### src/rtl/cache_pkg.sv
// shared widths and types for the 2-way write-back data cache
// full 32-bit words only; the two low address bits are ignored
// address layout from low to high is byte, word offset, index, tag
package cache_pkg;

  localparam int addr_width_c       = 16;
  localparam int data_width_c       = 32;
  localparam int words_per_block_c  = 4;
  localparam int sets_c             = 16;
  localparam int ways_c             = 2;

  localparam int byte_off_width_c   = 2;
  localparam int word_off_width_c   = $clog2(words_per_block_c);
  localparam int index_width_c      = $clog2(sets_c);
  localparam int tag_width_c        = addr_width_c - index_width_c - word_off_width_c
                                      - byte_off_width_c;
  localparam int block_addr_width_c = tag_width_c + index_width_c;

  // lsb position of each address field
  localparam int word_off_lsb_c     = byte_off_width_c;
  localparam int index_lsb_c        = word_off_lsb_c + word_off_width_c;
  localparam int tag_lsb_c          = index_lsb_c + index_width_c;

  // data array depth, one row per word of every set
  localparam int data_depth_c       = sets_c * words_per_block_c;

  typedef logic [addr_width_c-1:0]       addr_t;
  typedef logic [data_width_c-1:0]       word_t;
  typedef logic [tag_width_c-1:0]        tag_t;
  typedef logic [index_width_c-1:0]      index_t;
  typedef logic [word_off_width_c-1:0]   word_off_t;
  typedef logic [$clog2(ways_c)-1:0]     way_t;
  typedef logic [block_addr_width_c-1:0] block_addr_t;

  typedef enum logic [2:0] {
    idle,
    send_wb,
    wb_data,
    send_fill,
    fill_data,
    done
  } miss_state_e;

endpackage

### src/rtl/cache_data_array.sv
// single-port data storage, both ways side by side in one row per word
// a write touches only the selected way; output holds the last read
`timescale 1ns/1ps

module cache_data_array (
  input  logic                                      clk_i,
  input  logic                                      rd_v_i,
  input  logic                                      wr_v_i,
  input  cache_pkg::index_t                         index_i,
  input  cache_pkg::word_off_t                      word_off_i,
  input  cache_pkg::way_t                           way_i,
  input  cache_pkg::word_t                          wdata_i,
  output cache_pkg::word_t [cache_pkg::ways_c-1:0]  rdata_o
);
  import cache_pkg::*;

  word_t [ways_c-1:0] mem [data_depth_c];

  logic [index_width_c+word_off_width_c-1:0] row;

  // row address is set index then word within the block
  assign row = {index_i, word_off_i};

  always_ff @(posedge clk_i) begin
    if (wr_v_i) begin
      mem[row][way_i] <= wdata_i;
    end
  end

  always_ff @(posedge clk_i) begin
    if (rd_v_i) begin
      rdata_o <= mem[row];
    end
  end

endmodule

### src/rtl/cache_tag_array.sv
// tag, valid, dirty and LRU storage, one entry per set
// clears valid, dirty and LRU over sets_c cycles after reset and
// ignores writes until that walk is over; reads are read-first
`timescale 1ns/1ps

module cache_tag_array (
  input  logic                                        clk_i,
  input  logic                                        reset_i,
  input  logic                                        rd_v_i,
  input  cache_pkg::index_t                           rd_index_i,
  input  logic                                        wr_v_i,
  input  cache_pkg::index_t                           wr_index_i,
  input  cache_pkg::way_t                             wr_way_i,
  input  cache_pkg::tag_t                             wr_tag_i,
  input  logic                                        wr_valid_i,
  input  logic                                        wr_dirty_i,
  input  logic                                        wr_tag_en_i,
  input  cache_pkg::way_t                             wr_lru_i,
  output cache_pkg::tag_t [cache_pkg::ways_c-1:0]     tag_o,
  output logic [cache_pkg::ways_c-1:0]                valid_o,
  output logic [cache_pkg::ways_c-1:0]                dirty_o,
  output cache_pkg::way_t                             lru_o
);
  import cache_pkg::*;

  tag_t [ways_c-1:0] tag_mem   [sets_c];
  logic [ways_c-1:0] valid_mem [sets_c];
  logic [ways_c-1:0] dirty_mem [sets_c];
  way_t              lru_mem   [sets_c];

  index_t clr_index_r;
  logic   clearing_r;

  // reset walk over all sets
  always_ff @(posedge clk_i) begin
    if (reset_i) begin
      clr_index_r <= '0;
      clearing_r  <= 1'b1;
    end else if (clearing_r) begin
      clr_index_r <= clr_index_r + 1'b1;
      if (clr_index_r == index_t'(sets_c - 1)) begin
        clearing_r <= 1'b0;
      end
    end
  end

  always_ff @(posedge clk_i) begin
    if (clearing_r) begin
      valid_mem[clr_index_r] <= '0;
      dirty_mem[clr_index_r] <= '0;
      lru_mem[clr_index_r]   <= '0;
    end else if (wr_v_i) begin
      dirty_mem[wr_index_i][wr_way_i] <= wr_dirty_i;
      // stored bit names the victim, the way opposite the one just used
      lru_mem[wr_index_i] <= ~wr_lru_i;
      if (wr_tag_en_i) begin
        tag_mem[wr_index_i][wr_way_i]   <= wr_tag_i;
        valid_mem[wr_index_i][wr_way_i] <= wr_valid_i;
      end
    end
  end

  // registered read, held until the next read
  always_ff @(posedge clk_i) begin
    if (rd_v_i) begin
      tag_o   <= tag_mem[rd_index_i];
      valid_o <= valid_mem[rd_index_i];
      dirty_o <= dirty_mem[rd_index_i];
      lru_o   <= lru_mem[rd_index_i];
    end
  end

endmodule

### src/rtl/cache_top.sv
// two-stage 2-way write-back cache, full-word loads and stores only
// requests are refused for sets_c cycles after reset while the tags clear
// a retired store or a finished refill costs one replay cycle in TL
`timescale 1ns/1ps

module cache_top (
  input  logic                     clk_i,
  input  logic                     reset_i,
  input  logic                     v_i,
  input  logic                     we_i,
  input  cache_pkg::addr_t         addr_i,
  input  cache_pkg::word_t         wdata_i,
  output logic                     yumi_o,
  output logic                     v_o,
  output cache_pkg::word_t         data_o,
  input  logic                     yumi_i,
  output logic                     mem_cmd_v_o,
  output logic                     mem_cmd_write_o,
  output cache_pkg::block_addr_t   mem_cmd_addr_o,
  input  logic                     mem_cmd_yumi_i,
  input  logic                     mem_rdata_v_i,
  input  cache_pkg::word_t         mem_rdata_i,
  output logic                     mem_rdata_ready_o,
  output logic                     mem_wdata_v_o,
  output cache_pkg::word_t         mem_wdata_o,
  input  logic                     mem_wdata_yumi_i
);
  import cache_pkg::*;

  index_t walk_cnt_r;
  logic   walk_done_r;
  logic   replay_r;

  logic  v_tl_r, we_tl_r;
  addr_t addr_tl_r;
  word_t wdata_tl_r;

  logic               v_tv_r, we_tv_r;
  addr_t              addr_tv_r;
  word_t              wdata_tv_r;
  tag_t [ways_c-1:0]  tag_tv_r;
  logic [ways_c-1:0]  valid_tv_r, dirty_tv_r;
  way_t               lru_tv_r;
  word_t [ways_c-1:0] rdata_tv_r;

  tag_t [ways_c-1:0]  arr_tag;
  logic [ways_c-1:0]  arr_valid, arr_dirty;
  way_t               arr_lru;
  word_t [ways_c-1:0] arr_rdata;
  word_t [ways_c-1:0] vs_rdata;

  way_t      vs_hit_way;
  logic      vs_miss_v, vs_miss_done, vs_tag_wr_v, vs_data_rd_v, vs_data_wr_v;
  word_off_t vs_word_off;
  word_t     vs_wdata;

  index_t    idx_in, idx_tl, idx_tv, da_index;
  word_off_t off_in, off_tl, off_tv, da_off;
  logic      retire, store_ret, tv_free, tl_adv, miss_busy, rd_replay, rd_new;

  assign idx_in = addr_i[index_lsb_c +: index_width_c];
  assign idx_tl = addr_tl_r[index_lsb_c +: index_width_c];
  assign idx_tv = addr_tv_r[index_lsb_c +: index_width_c];
  assign off_in = addr_i[word_off_lsb_c +: word_off_width_c];
  assign off_tl = addr_tl_r[word_off_lsb_c +: word_off_width_c];
  assign off_tv = addr_tv_r[word_off_lsb_c +: word_off_width_c];

  assign retire    = v_o & yumi_i;
  assign store_ret = retire & we_tv_r;
  // TL holds on a store or miss retirement so it can replay first
  assign tv_free   = ~v_tv_r | (retire & ~we_tv_r & ~vs_miss_v);
  assign tl_adv    = v_tl_r & ~replay_r & tv_free;
  assign miss_busy = vs_miss_v & ~vs_miss_done;
  assign rd_replay = replay_r & v_tl_r;
  assign rd_new    = yumi_o;

  assign yumi_o = v_i & walk_done_r & ~replay_r & ~miss_busy & ~store_ret
                  & (~v_tl_r | tl_adv);
  assign v_o    = v_tv_r & ~replay_r & (~vs_miss_v | vs_miss_done);

  // miss streaming needs the live array output instead of the TV copy
  assign vs_rdata = vs_miss_v ? arr_rdata : rdata_tv_r;

  // data array port, miss traffic first, then replay, store, new read
  always_comb begin
    if (vs_data_rd_v | vs_data_wr_v) begin
      da_index = idx_tv;
      da_off   = vs_word_off;
    end else if (rd_replay) begin
      da_index = idx_tl;
      da_off   = off_tl;
    end else if (store_ret) begin
      da_index = idx_tv;
      da_off   = off_tv;
    end else begin
      da_index = idx_in;
      da_off   = off_in;
    end
  end

  always_ff @(posedge clk_i) begin
    if (reset_i) begin
      walk_cnt_r  <= '0;
      walk_done_r <= 1'b0;
      replay_r    <= 1'b0;
      v_tl_r      <= 1'b0;
      v_tv_r      <= 1'b0;
    end else begin
      if (!walk_done_r) begin
        walk_cnt_r <= walk_cnt_r + 1'b1;
        if (walk_cnt_r == index_t'(sets_c - 1)) begin
          walk_done_r <= 1'b1;
        end
      end
      replay_r <= store_ret | vs_tag_wr_v;
      if (yumi_o) begin
        v_tl_r <= 1'b1;
      end else if (tl_adv) begin
        v_tl_r <= 1'b0;
      end
      if (tl_adv) begin
        v_tv_r <= 1'b1;
      end else if (retire) begin
        v_tv_r <= 1'b0;
      end
    end
  end

  always_ff @(posedge clk_i) begin
    if (yumi_o) begin
      we_tl_r    <= we_i;
      addr_tl_r  <= addr_i;
      wdata_tl_r <= wdata_i;
    end
    if (tl_adv) begin
      we_tv_r    <= we_tl_r;
      addr_tv_r  <= addr_tl_r;
      wdata_tv_r <= wdata_tl_r;
      tag_tv_r   <= arr_tag;
      valid_tv_r <= arr_valid;
      dirty_tv_r <= arr_dirty;
      lru_tv_r   <= arr_lru;
      rdata_tv_r <= arr_rdata;
    end
  end

  cache_tag_array i_tag_array (
    .clk_i       (clk_i),
    .reset_i     (reset_i),
    .rd_v_i      (rd_replay | rd_new),
    .rd_index_i  (replay_r ? idx_tl : idx_in),
    .wr_v_i      (vs_tag_wr_v | retire),
    .wr_index_i  (idx_tv),
    .wr_way_i    (vs_hit_way),
    .wr_tag_i    (addr_tv_r[tag_lsb_c +: tag_width_c]),
    .wr_valid_i  (1'b1),
    // refill clears dirty, a store sets it, a hit load keeps it
    .wr_dirty_i  (~vs_tag_wr_v & (we_tv_r | (~vs_miss_v & dirty_tv_r[vs_hit_way]))),
    .wr_tag_en_i (vs_tag_wr_v),
    .wr_lru_i    (vs_hit_way),
    .tag_o       (arr_tag),
    .valid_o     (arr_valid),
    .dirty_o     (arr_dirty),
    .lru_o       (arr_lru)
  );

  cache_data_array i_data_array (
    .clk_i      (clk_i),
    .rd_v_i     (vs_data_rd_v | rd_replay | rd_new),
    .wr_v_i     (vs_data_wr_v | store_ret),
    .index_i    (da_index),
    .word_off_i (da_off),
    .way_i      (vs_hit_way),
    .wdata_i    (vs_data_wr_v ? vs_wdata : wdata_tv_r),
    .rdata_o    (arr_rdata)
  );

  cache_verify_stage i_verify_stage (
    .clk_i             (clk_i),
    .reset_i           (reset_i),
    .tv_v_i            (v_tv_r),
    .tv_we_i           (we_tv_r),
    .tv_addr_i         (addr_tv_r),
    .tag_i             (tag_tv_r),
    .valid_i           (valid_tv_r),
    .dirty_i           (dirty_tv_r),
    .lru_i             (lru_tv_r),
    .rdata_i           (vs_rdata),
    .hit_way_o         (vs_hit_way),
    .miss_v_o          (vs_miss_v),
    .miss_done_o       (vs_miss_done),
    .load_data_o       (data_o),
    .tag_wr_v_o        (vs_tag_wr_v),
    .data_rd_v_o       (vs_data_rd_v),
    .data_wr_v_o       (vs_data_wr_v),
    .data_word_off_o   (vs_word_off),
    .data_wdata_o      (vs_wdata),
    .mem_cmd_v_o       (mem_cmd_v_o),
    .mem_cmd_write_o   (mem_cmd_write_o),
    .mem_cmd_addr_o    (mem_cmd_addr_o),
    .mem_cmd_yumi_i    (mem_cmd_yumi_i),
    .mem_rdata_v_i     (mem_rdata_v_i),
    .mem_rdata_i       (mem_rdata_i),
    .mem_rdata_ready_o (mem_rdata_ready_o),
    .mem_wdata_v_o     (mem_wdata_v_o),
    .mem_wdata_o       (mem_wdata_o),
    .mem_wdata_yumi_i  (mem_wdata_yumi_i)
  );

endmodule

### src/rtl/cache_verify_stage.sv
// tag compare, hit word select and miss handling for the TV stage
// victim is the LRU way; a dirty victim is written back before the refill
// memory moves one word per beat, lowest word first
// stays in done until the TV slot empties
`timescale 1ns/1ps

module cache_verify_stage (
  input  logic                                      clk_i,
  input  logic                                      reset_i,
  input  logic                                      tv_v_i,
  input  logic                                      tv_we_i,
  input  cache_pkg::addr_t                          tv_addr_i,
  input  cache_pkg::tag_t [cache_pkg::ways_c-1:0]   tag_i,
  input  logic [cache_pkg::ways_c-1:0]              valid_i,
  input  logic [cache_pkg::ways_c-1:0]              dirty_i,
  input  cache_pkg::way_t                           lru_i,
  input  cache_pkg::word_t [cache_pkg::ways_c-1:0]  rdata_i,
  output cache_pkg::way_t                           hit_way_o,
  output logic                                      miss_v_o,
  output logic                                      miss_done_o,
  output cache_pkg::word_t                          load_data_o,
  output logic                                      tag_wr_v_o,
  output logic                                      data_rd_v_o,
  output logic                                      data_wr_v_o,
  output cache_pkg::word_off_t                      data_word_off_o,
  output cache_pkg::word_t                          data_wdata_o,
  output logic                                      mem_cmd_v_o,
  output logic                                      mem_cmd_write_o,
  output cache_pkg::block_addr_t                    mem_cmd_addr_o,
  input  logic                                      mem_cmd_yumi_i,
  input  logic                                      mem_rdata_v_i,
  input  cache_pkg::word_t                          mem_rdata_i,
  output logic                                      mem_rdata_ready_o,
  output logic                                      mem_wdata_v_o,
  output cache_pkg::word_t                          mem_wdata_o,
  input  logic                                      mem_wdata_yumi_i
);
  import cache_pkg::*;

  tag_t              tv_tag;
  index_t            tv_index;
  word_off_t         tv_off;
  logic [ways_c-1:0] hit_vec;
  logic              hit;
  way_t              hit_way;
  logic              last_beat;

  miss_state_e state_r;
  word_off_t   cnt_r;
  logic        wb_have_r;
  word_t       fill_word_r;

  assign tv_tag   = tv_addr_i[tag_lsb_c +: tag_width_c];
  assign tv_index = tv_addr_i[index_lsb_c +: index_width_c];
  assign tv_off   = tv_addr_i[word_off_lsb_c +: word_off_width_c];

  always_comb begin
    hit_way = '0;
    for (int w = 0; w < ways_c; w++) begin
      hit_vec[w] = valid_i[w] & (tag_i[w] == tv_tag);
      if (hit_vec[w]) begin
        hit_way = way_t'(w);
      end
    end
  end

  assign hit = |hit_vec;

  // on a miss the request lands in the victim way
  assign hit_way_o   = hit ? hit_way : lru_i;
  assign miss_v_o    = tv_v_i & ~hit;
  assign miss_done_o = (state_r == done);
  // stores return zero
  assign load_data_o = tv_we_i ? '0 : (miss_done_o ? fill_word_r : rdata_i[hit_way]);

  assign mem_cmd_v_o     = (state_r == send_wb) | (state_r == send_fill);
  assign mem_cmd_write_o = (state_r == send_wb);
  assign mem_cmd_addr_o  = mem_cmd_write_o ? {tag_i[lru_i], tv_index} : {tv_tag, tv_index};

  // write-back alternates an array read with a memory beat
  assign data_rd_v_o   = (state_r == wb_data) & ~wb_have_r;
  assign mem_wdata_v_o = (state_r == wb_data) & wb_have_r;
  assign mem_wdata_o   = rdata_i[lru_i];

  assign mem_rdata_ready_o = (state_r == fill_data);
  assign data_wr_v_o       = mem_rdata_ready_o & mem_rdata_v_i;
  assign data_wdata_o      = mem_rdata_i;
  assign data_word_off_o   = cnt_r;
  assign last_beat         = (cnt_r == word_off_t'(words_per_block_c - 1));
  // new tag goes in with the last refill word
  assign tag_wr_v_o        = data_wr_v_o & last_beat;

  always_ff @(posedge clk_i) begin
    if (reset_i) begin
      state_r   <= idle;
      cnt_r     <= '0;
      wb_have_r <= 1'b0;
    end else begin
      case (state_r)
        idle: begin
          cnt_r     <= '0;
          wb_have_r <= 1'b0;
          if (miss_v_o) begin
            state_r <= (valid_i[lru_i] & dirty_i[lru_i]) ? send_wb : send_fill;
          end
        end
        send_wb: begin
          if (mem_cmd_yumi_i) begin
            state_r <= wb_data;
          end
        end
        wb_data: begin
          if (!wb_have_r) begin
            wb_have_r <= 1'b1;
          end else if (mem_wdata_yumi_i) begin
            wb_have_r <= 1'b0;
            cnt_r     <= cnt_r + 1'b1;
            if (last_beat) begin
              state_r <= send_fill;
            end
          end
        end
        send_fill: begin
          if (mem_cmd_yumi_i) begin
            state_r <= fill_data;
          end
        end
        fill_data: begin
          if (mem_rdata_v_i) begin
            cnt_r <= cnt_r + 1'b1;
            if (last_beat) begin
              state_r <= done;
            end
          end
        end
        done: begin
          if (!tv_v_i) begin
            state_r <= idle;
          end
        end
        default: state_r <= idle;
      endcase
    end
  end

  // requested word taken off the refill stream
  always_ff @(posedge clk_i) begin
    if (data_wr_v_o && (cnt_r == tv_off)) begin
      fill_word_r <= mem_rdata_i;
    end
  end

endmodule
### config.mk
export PLATFORM = sky130hd
export DESIGN_NAME = cache_top
export DESIGN_NICKNAME = d
export VERILOG_FILES = /design/src/rtl/cache_pkg.sv /design/src/rtl/cache_data_array.sv /design/src/rtl/cache_tag_array.sv /design/src/rtl/cache_top.sv /design/src/rtl/cache_verify_stage.sv
export SDC_FILE = /design/constraint.sdc
export NUM_CORES = 2
export LEC_CHECK = 0
export BUFFER_PORTS_ARGS = -buffer_cell sky130_fd_sc_hd__buf_2
export CORE_MARGIN = 4
export CORE_UTILIZATION = 53
export DETAILED_ROUTE_END_ITERATION = 16
export PLACE_DENSITY = 0.69
export SETUP_SLACK_MARGIN = 0.3
export SYNTH_ARGS = -nofsm -noshare
export SYNTH_HDL_FRONTEND = slang
export SYNTH_MEMORY_MAX_BITS = 65536
export SYNTH_SLANG_ARGS = --single-unit
### constraint.sdc
create_clock -name clk_i -period 12.7 [get_ports clk_i]
set_clock_uncertainty 0.15 [all_clocks]
set_input_delay 2.54 -clock clk_i [delete_from_list [all_inputs] [get_ports clk_i]]
set_output_delay 2.54 -clock clk_i [all_outputs]
set_load 0.005 [all_outputs]
==> impl_metrics.toml <==
[floorplanning]
row_count = 215
floorplan.die_area_um2 = 356000
floorplan.io_pins = 170
die_w_um = 596
initial_core_util = 0.534
chipHeight_um = 596
area_inside_the_core_boundary_um2 = 344000

[run_status]
run_status = "complete, but fails checks"
failing_checks = "capacitance limit, slew limit"

[pwr]
power_per_cell_area_nw_per_um2 = 152
totalPowerFinal_mw = 31.2
total_leakage_power_nw = 66.9
worst_voltage_drop_across_the_vdd_grid_v = 0.000148

[clocking]
cts_max_level = 5
cts_inserted_buffers = 458
ctsLongestPathBuffers = 4
post_cts_buffers = 0
clock-root-buffer = "clkbuf_16"
worstSkewPairLatency_ps = 1010
clk_transition_reported_paths_ps = 60
cts_tree = "built"
cts_resized = 0
clkSinkCount = 4747
cts.hold.buffers_added = 0

[drt]
routed_wl_mm = 531
post_drt_wl_per_cell_um = 30.7
detailed_router_s_first_iteration_violation_count = 16900
vias = 112000
drcViolationCount = 0
final_antenna_net_count = 0
detail_route.first_pass.iterations = 9
vias_per_cell = 6.49

[sta]
final_period_minus_worst_setup_slack_ps = 8770
setup_repair_after_global_routing_missed_its_margin = "false"
setup-tns-final_ps = 0
setup-violations-final = 0
timing_max_transition_violations_final = 2
max_slew_margin = -0.0341
fmax_mhz = 114
finalHoldViolations = 0
final_min_period_over_clock_period = 0.690
worst_slew_pin_slew_ps = 1510

[critical_path]
worst-path-max-fanout = 35
worstReg2RegStart = "addr_tv_r[14]"
criticalPathCategory = "reg2out"
critPathArrivalTime_ps = 6080
critPathCaptureType = "output port"
regToRegSetupSlack_ps = 5470
critical-path-top-cell-by-count = "buf_4"
crit_path_start_kind = "flop"
critPathMaxStageDelay_ps = 1220
critical-path-slowest-cell = "mux2i_1"
reg2regPathDepth = 12
worst_ep_required_time_ps = 10010
timing.critical_path.cells = "buf_4, xnor2_1, nand3_1, or3_2, nand3_4, buf_4, mux2i_1, a211oi_1, a21oi_1, nor2_1, buf_2"
crit-reg2reg-capture = "i_data_array.mem[10][22]"

[logic_synthesis]
yosys_most_used_dff = "edfxtp_1"
yosys.cell_count.top_type = "edfxtp_1"
post_synth_inst_count = 12200
synth_top_cells_by_area = "edfxtp_1 77%, nand2_1 4.8%, a21oi_1 2.7%"
syn_area_um2 = 183000
synth_nets = 12300
yosys.area.top_type_share = 0.774
ys_ff_latch = 4747
synth_area_per_inst_um2 = 15.1
number_of_synthesized_flops_with_an_enable_pin = 4728
synth_sequential_area_ratio = 0.776
synthArstFlopShare = 0
yosys.area.top_type = "edfxtp_1"
synth_common_cells = "4,728 x edfxtp_1, 2,351 x nand2_1, 1,007 x a21oi_1"
synthDistinctLibCells = 75
synth_warnings = 0

[hold_path]
worstHoldEndpoint = "wdata_tv_r[6]"
worstHoldPathType = "reg2reg"
hold_path_startpoint = "wdata_tl_r[6]"
worst_hold_path.num_cells = 0

[global_route]
vias_in_the_first_global_route = 108000
gr-usage-all-layers = 0.292
grt_pass1_wl_mm = 755
antenna_found_initial = 23
global_route.overflow_total = 0
largest_net_degree_at_the_start_of_global_routing = 175

[run]
maxCapViolations = 4

[placed_design]
place_congestion = 0.878
post-dp-hpwl_mm = 290
io_buffers = 167

[cells_and_area]
post_route_cells_drive_above_1_share = 0.120
layout.nets = 12400
fin_util = 0.596
synthToLayoutAreaGrowth_pct = 11.8
-- report_power, final --
part | switching [mW] | internal (mW)
Clock | 5.73 | 7.13
Combinational | 1.00 | 0.397
Sequential | 0.00378 | 17.0
-- registers in the layout, indices dropped and copies added, names as in the netlist, 3 cells and up --
signal,count
i_data_array.rdata_o,64
i_tag_array.dirty_mem,32
i_tag_array.clr_index_r,4
i_verify_stage.state_r,3
i_tag_array.valid_mem,32
i_tag_array.tag_mem,256
i_data_array.mem,4096
walk_cnt_r,4
i_tag_array.lru_mem,16
wdata_tl_r,32
wdata_tv_r,32
i_tag_array.tag_o,16
i_verify_stage.fill_word_r,32
addr_tl_r,14
addr_tv_r,14
tag_tv_r,16
rdata_tv_r,64
-- metrics by stage --
stage               area [µm²]  instances  worst slack [ps]  hold slack, ps
finish                  205000      17300              3930             262
global route            205000      17300              3900             273
floorplan               183000      12200              1520             250
global placement        191000      16400              4470             255
CTS                     205000      17300              4260             267
detailed placement      191000      16400              4420             255
-- kinds of logic after synthesis --
logic type | Yosys count | synth area share
flops | 4747 | 0.776
simple gates | 3967 | 0.0914
compound gates | 2112 | 0.0707
fa+ha+maj | 3 | 0.000205
xor+xnor | 24 | 0.00115
buf+inv | 797 | 0.0182
mux | 516 | 0.0424
-- worst max-delay path by stage --
stage,startpoint,end,cells after the start
after global routing,addr_tv_r[12],data_o[13],11
after CTS,addr_tv_r[14],data_o[12],11
after detailed placement,mem_rdata_v_i,i_data_array.rdata_o[15],15
after floorplan,yumi_i,yumi_o,5
after global placement,yumi_i,i_data_array.mem[10][13],11
final,addr_tv_r[14],data_o[17],11
-- worst max-delay path, delay by kind of cell (launching register included) --
family | cells | cell delay, ps
flops | 1 | 320
compound gates | 2 | 590
mux | 1 | 1220
xor+xnor | 1 | 200
buf+inv | 3 | 1080
simple gates | 4 | 1560
-- area by class of cell --
| cell class | count | area [µm²] |
|---|---|---|
| timing repair buffer | 504 | 3610 |
| sequential | 4747 | 142000 |
| clock inverter | 250 | 1990 |
| inverter | 8 | 30.0 |
| multi-input combinational | 6622 | 39300 |
| tap | 4557 | 5700 |
| fill | 24700 | 139000 |
| clock buffer | 582 | 12000 |
| antenna | 8 | 20.0 |
-- per-layer routing --
metal | global-route usage | vias up | routed length, µm
met5 | 0 | - | 87
met4 | 0.138 | 10 | 28900
met3 | 0.0687 | 1294 | 69100
met2 | 0.453 | 7749 | 244000
met1 | 0.393 | 56200 | 189000
li1 | - | 46900 | -
-- layout by cell type (no fill, tap or decap), types with 133 or more instances in the layout --
| cell type | Yosys | final |
|---|---|---|
| clkbuf_16 | 0 | 461 |
| o21ai_0 | 236 | 236 |
| nand3_1 | 825 | 817 |
| nor2_1 | 487 | 352 |
| a22oi_1 | 243 | 243 |
| nand2_1 | 2351 | 2310 |
| o22ai_1 | 187 | 187 |
| mux2i_1 | 303 | 299 |
| nor2_4 | 1 | 133 |
| mux4_2 | 208 | 208 |
| clkinv_1 | 0 | 133 |
| buf_2 | 214 | 167 |
| a21oi_1 | 1007 | 1002 |
| buf_4 | 18 | 316 |
| edfxtp_1 | 4728 | 4728 |
Note: power is estimated with default switching activity, not from simulation.
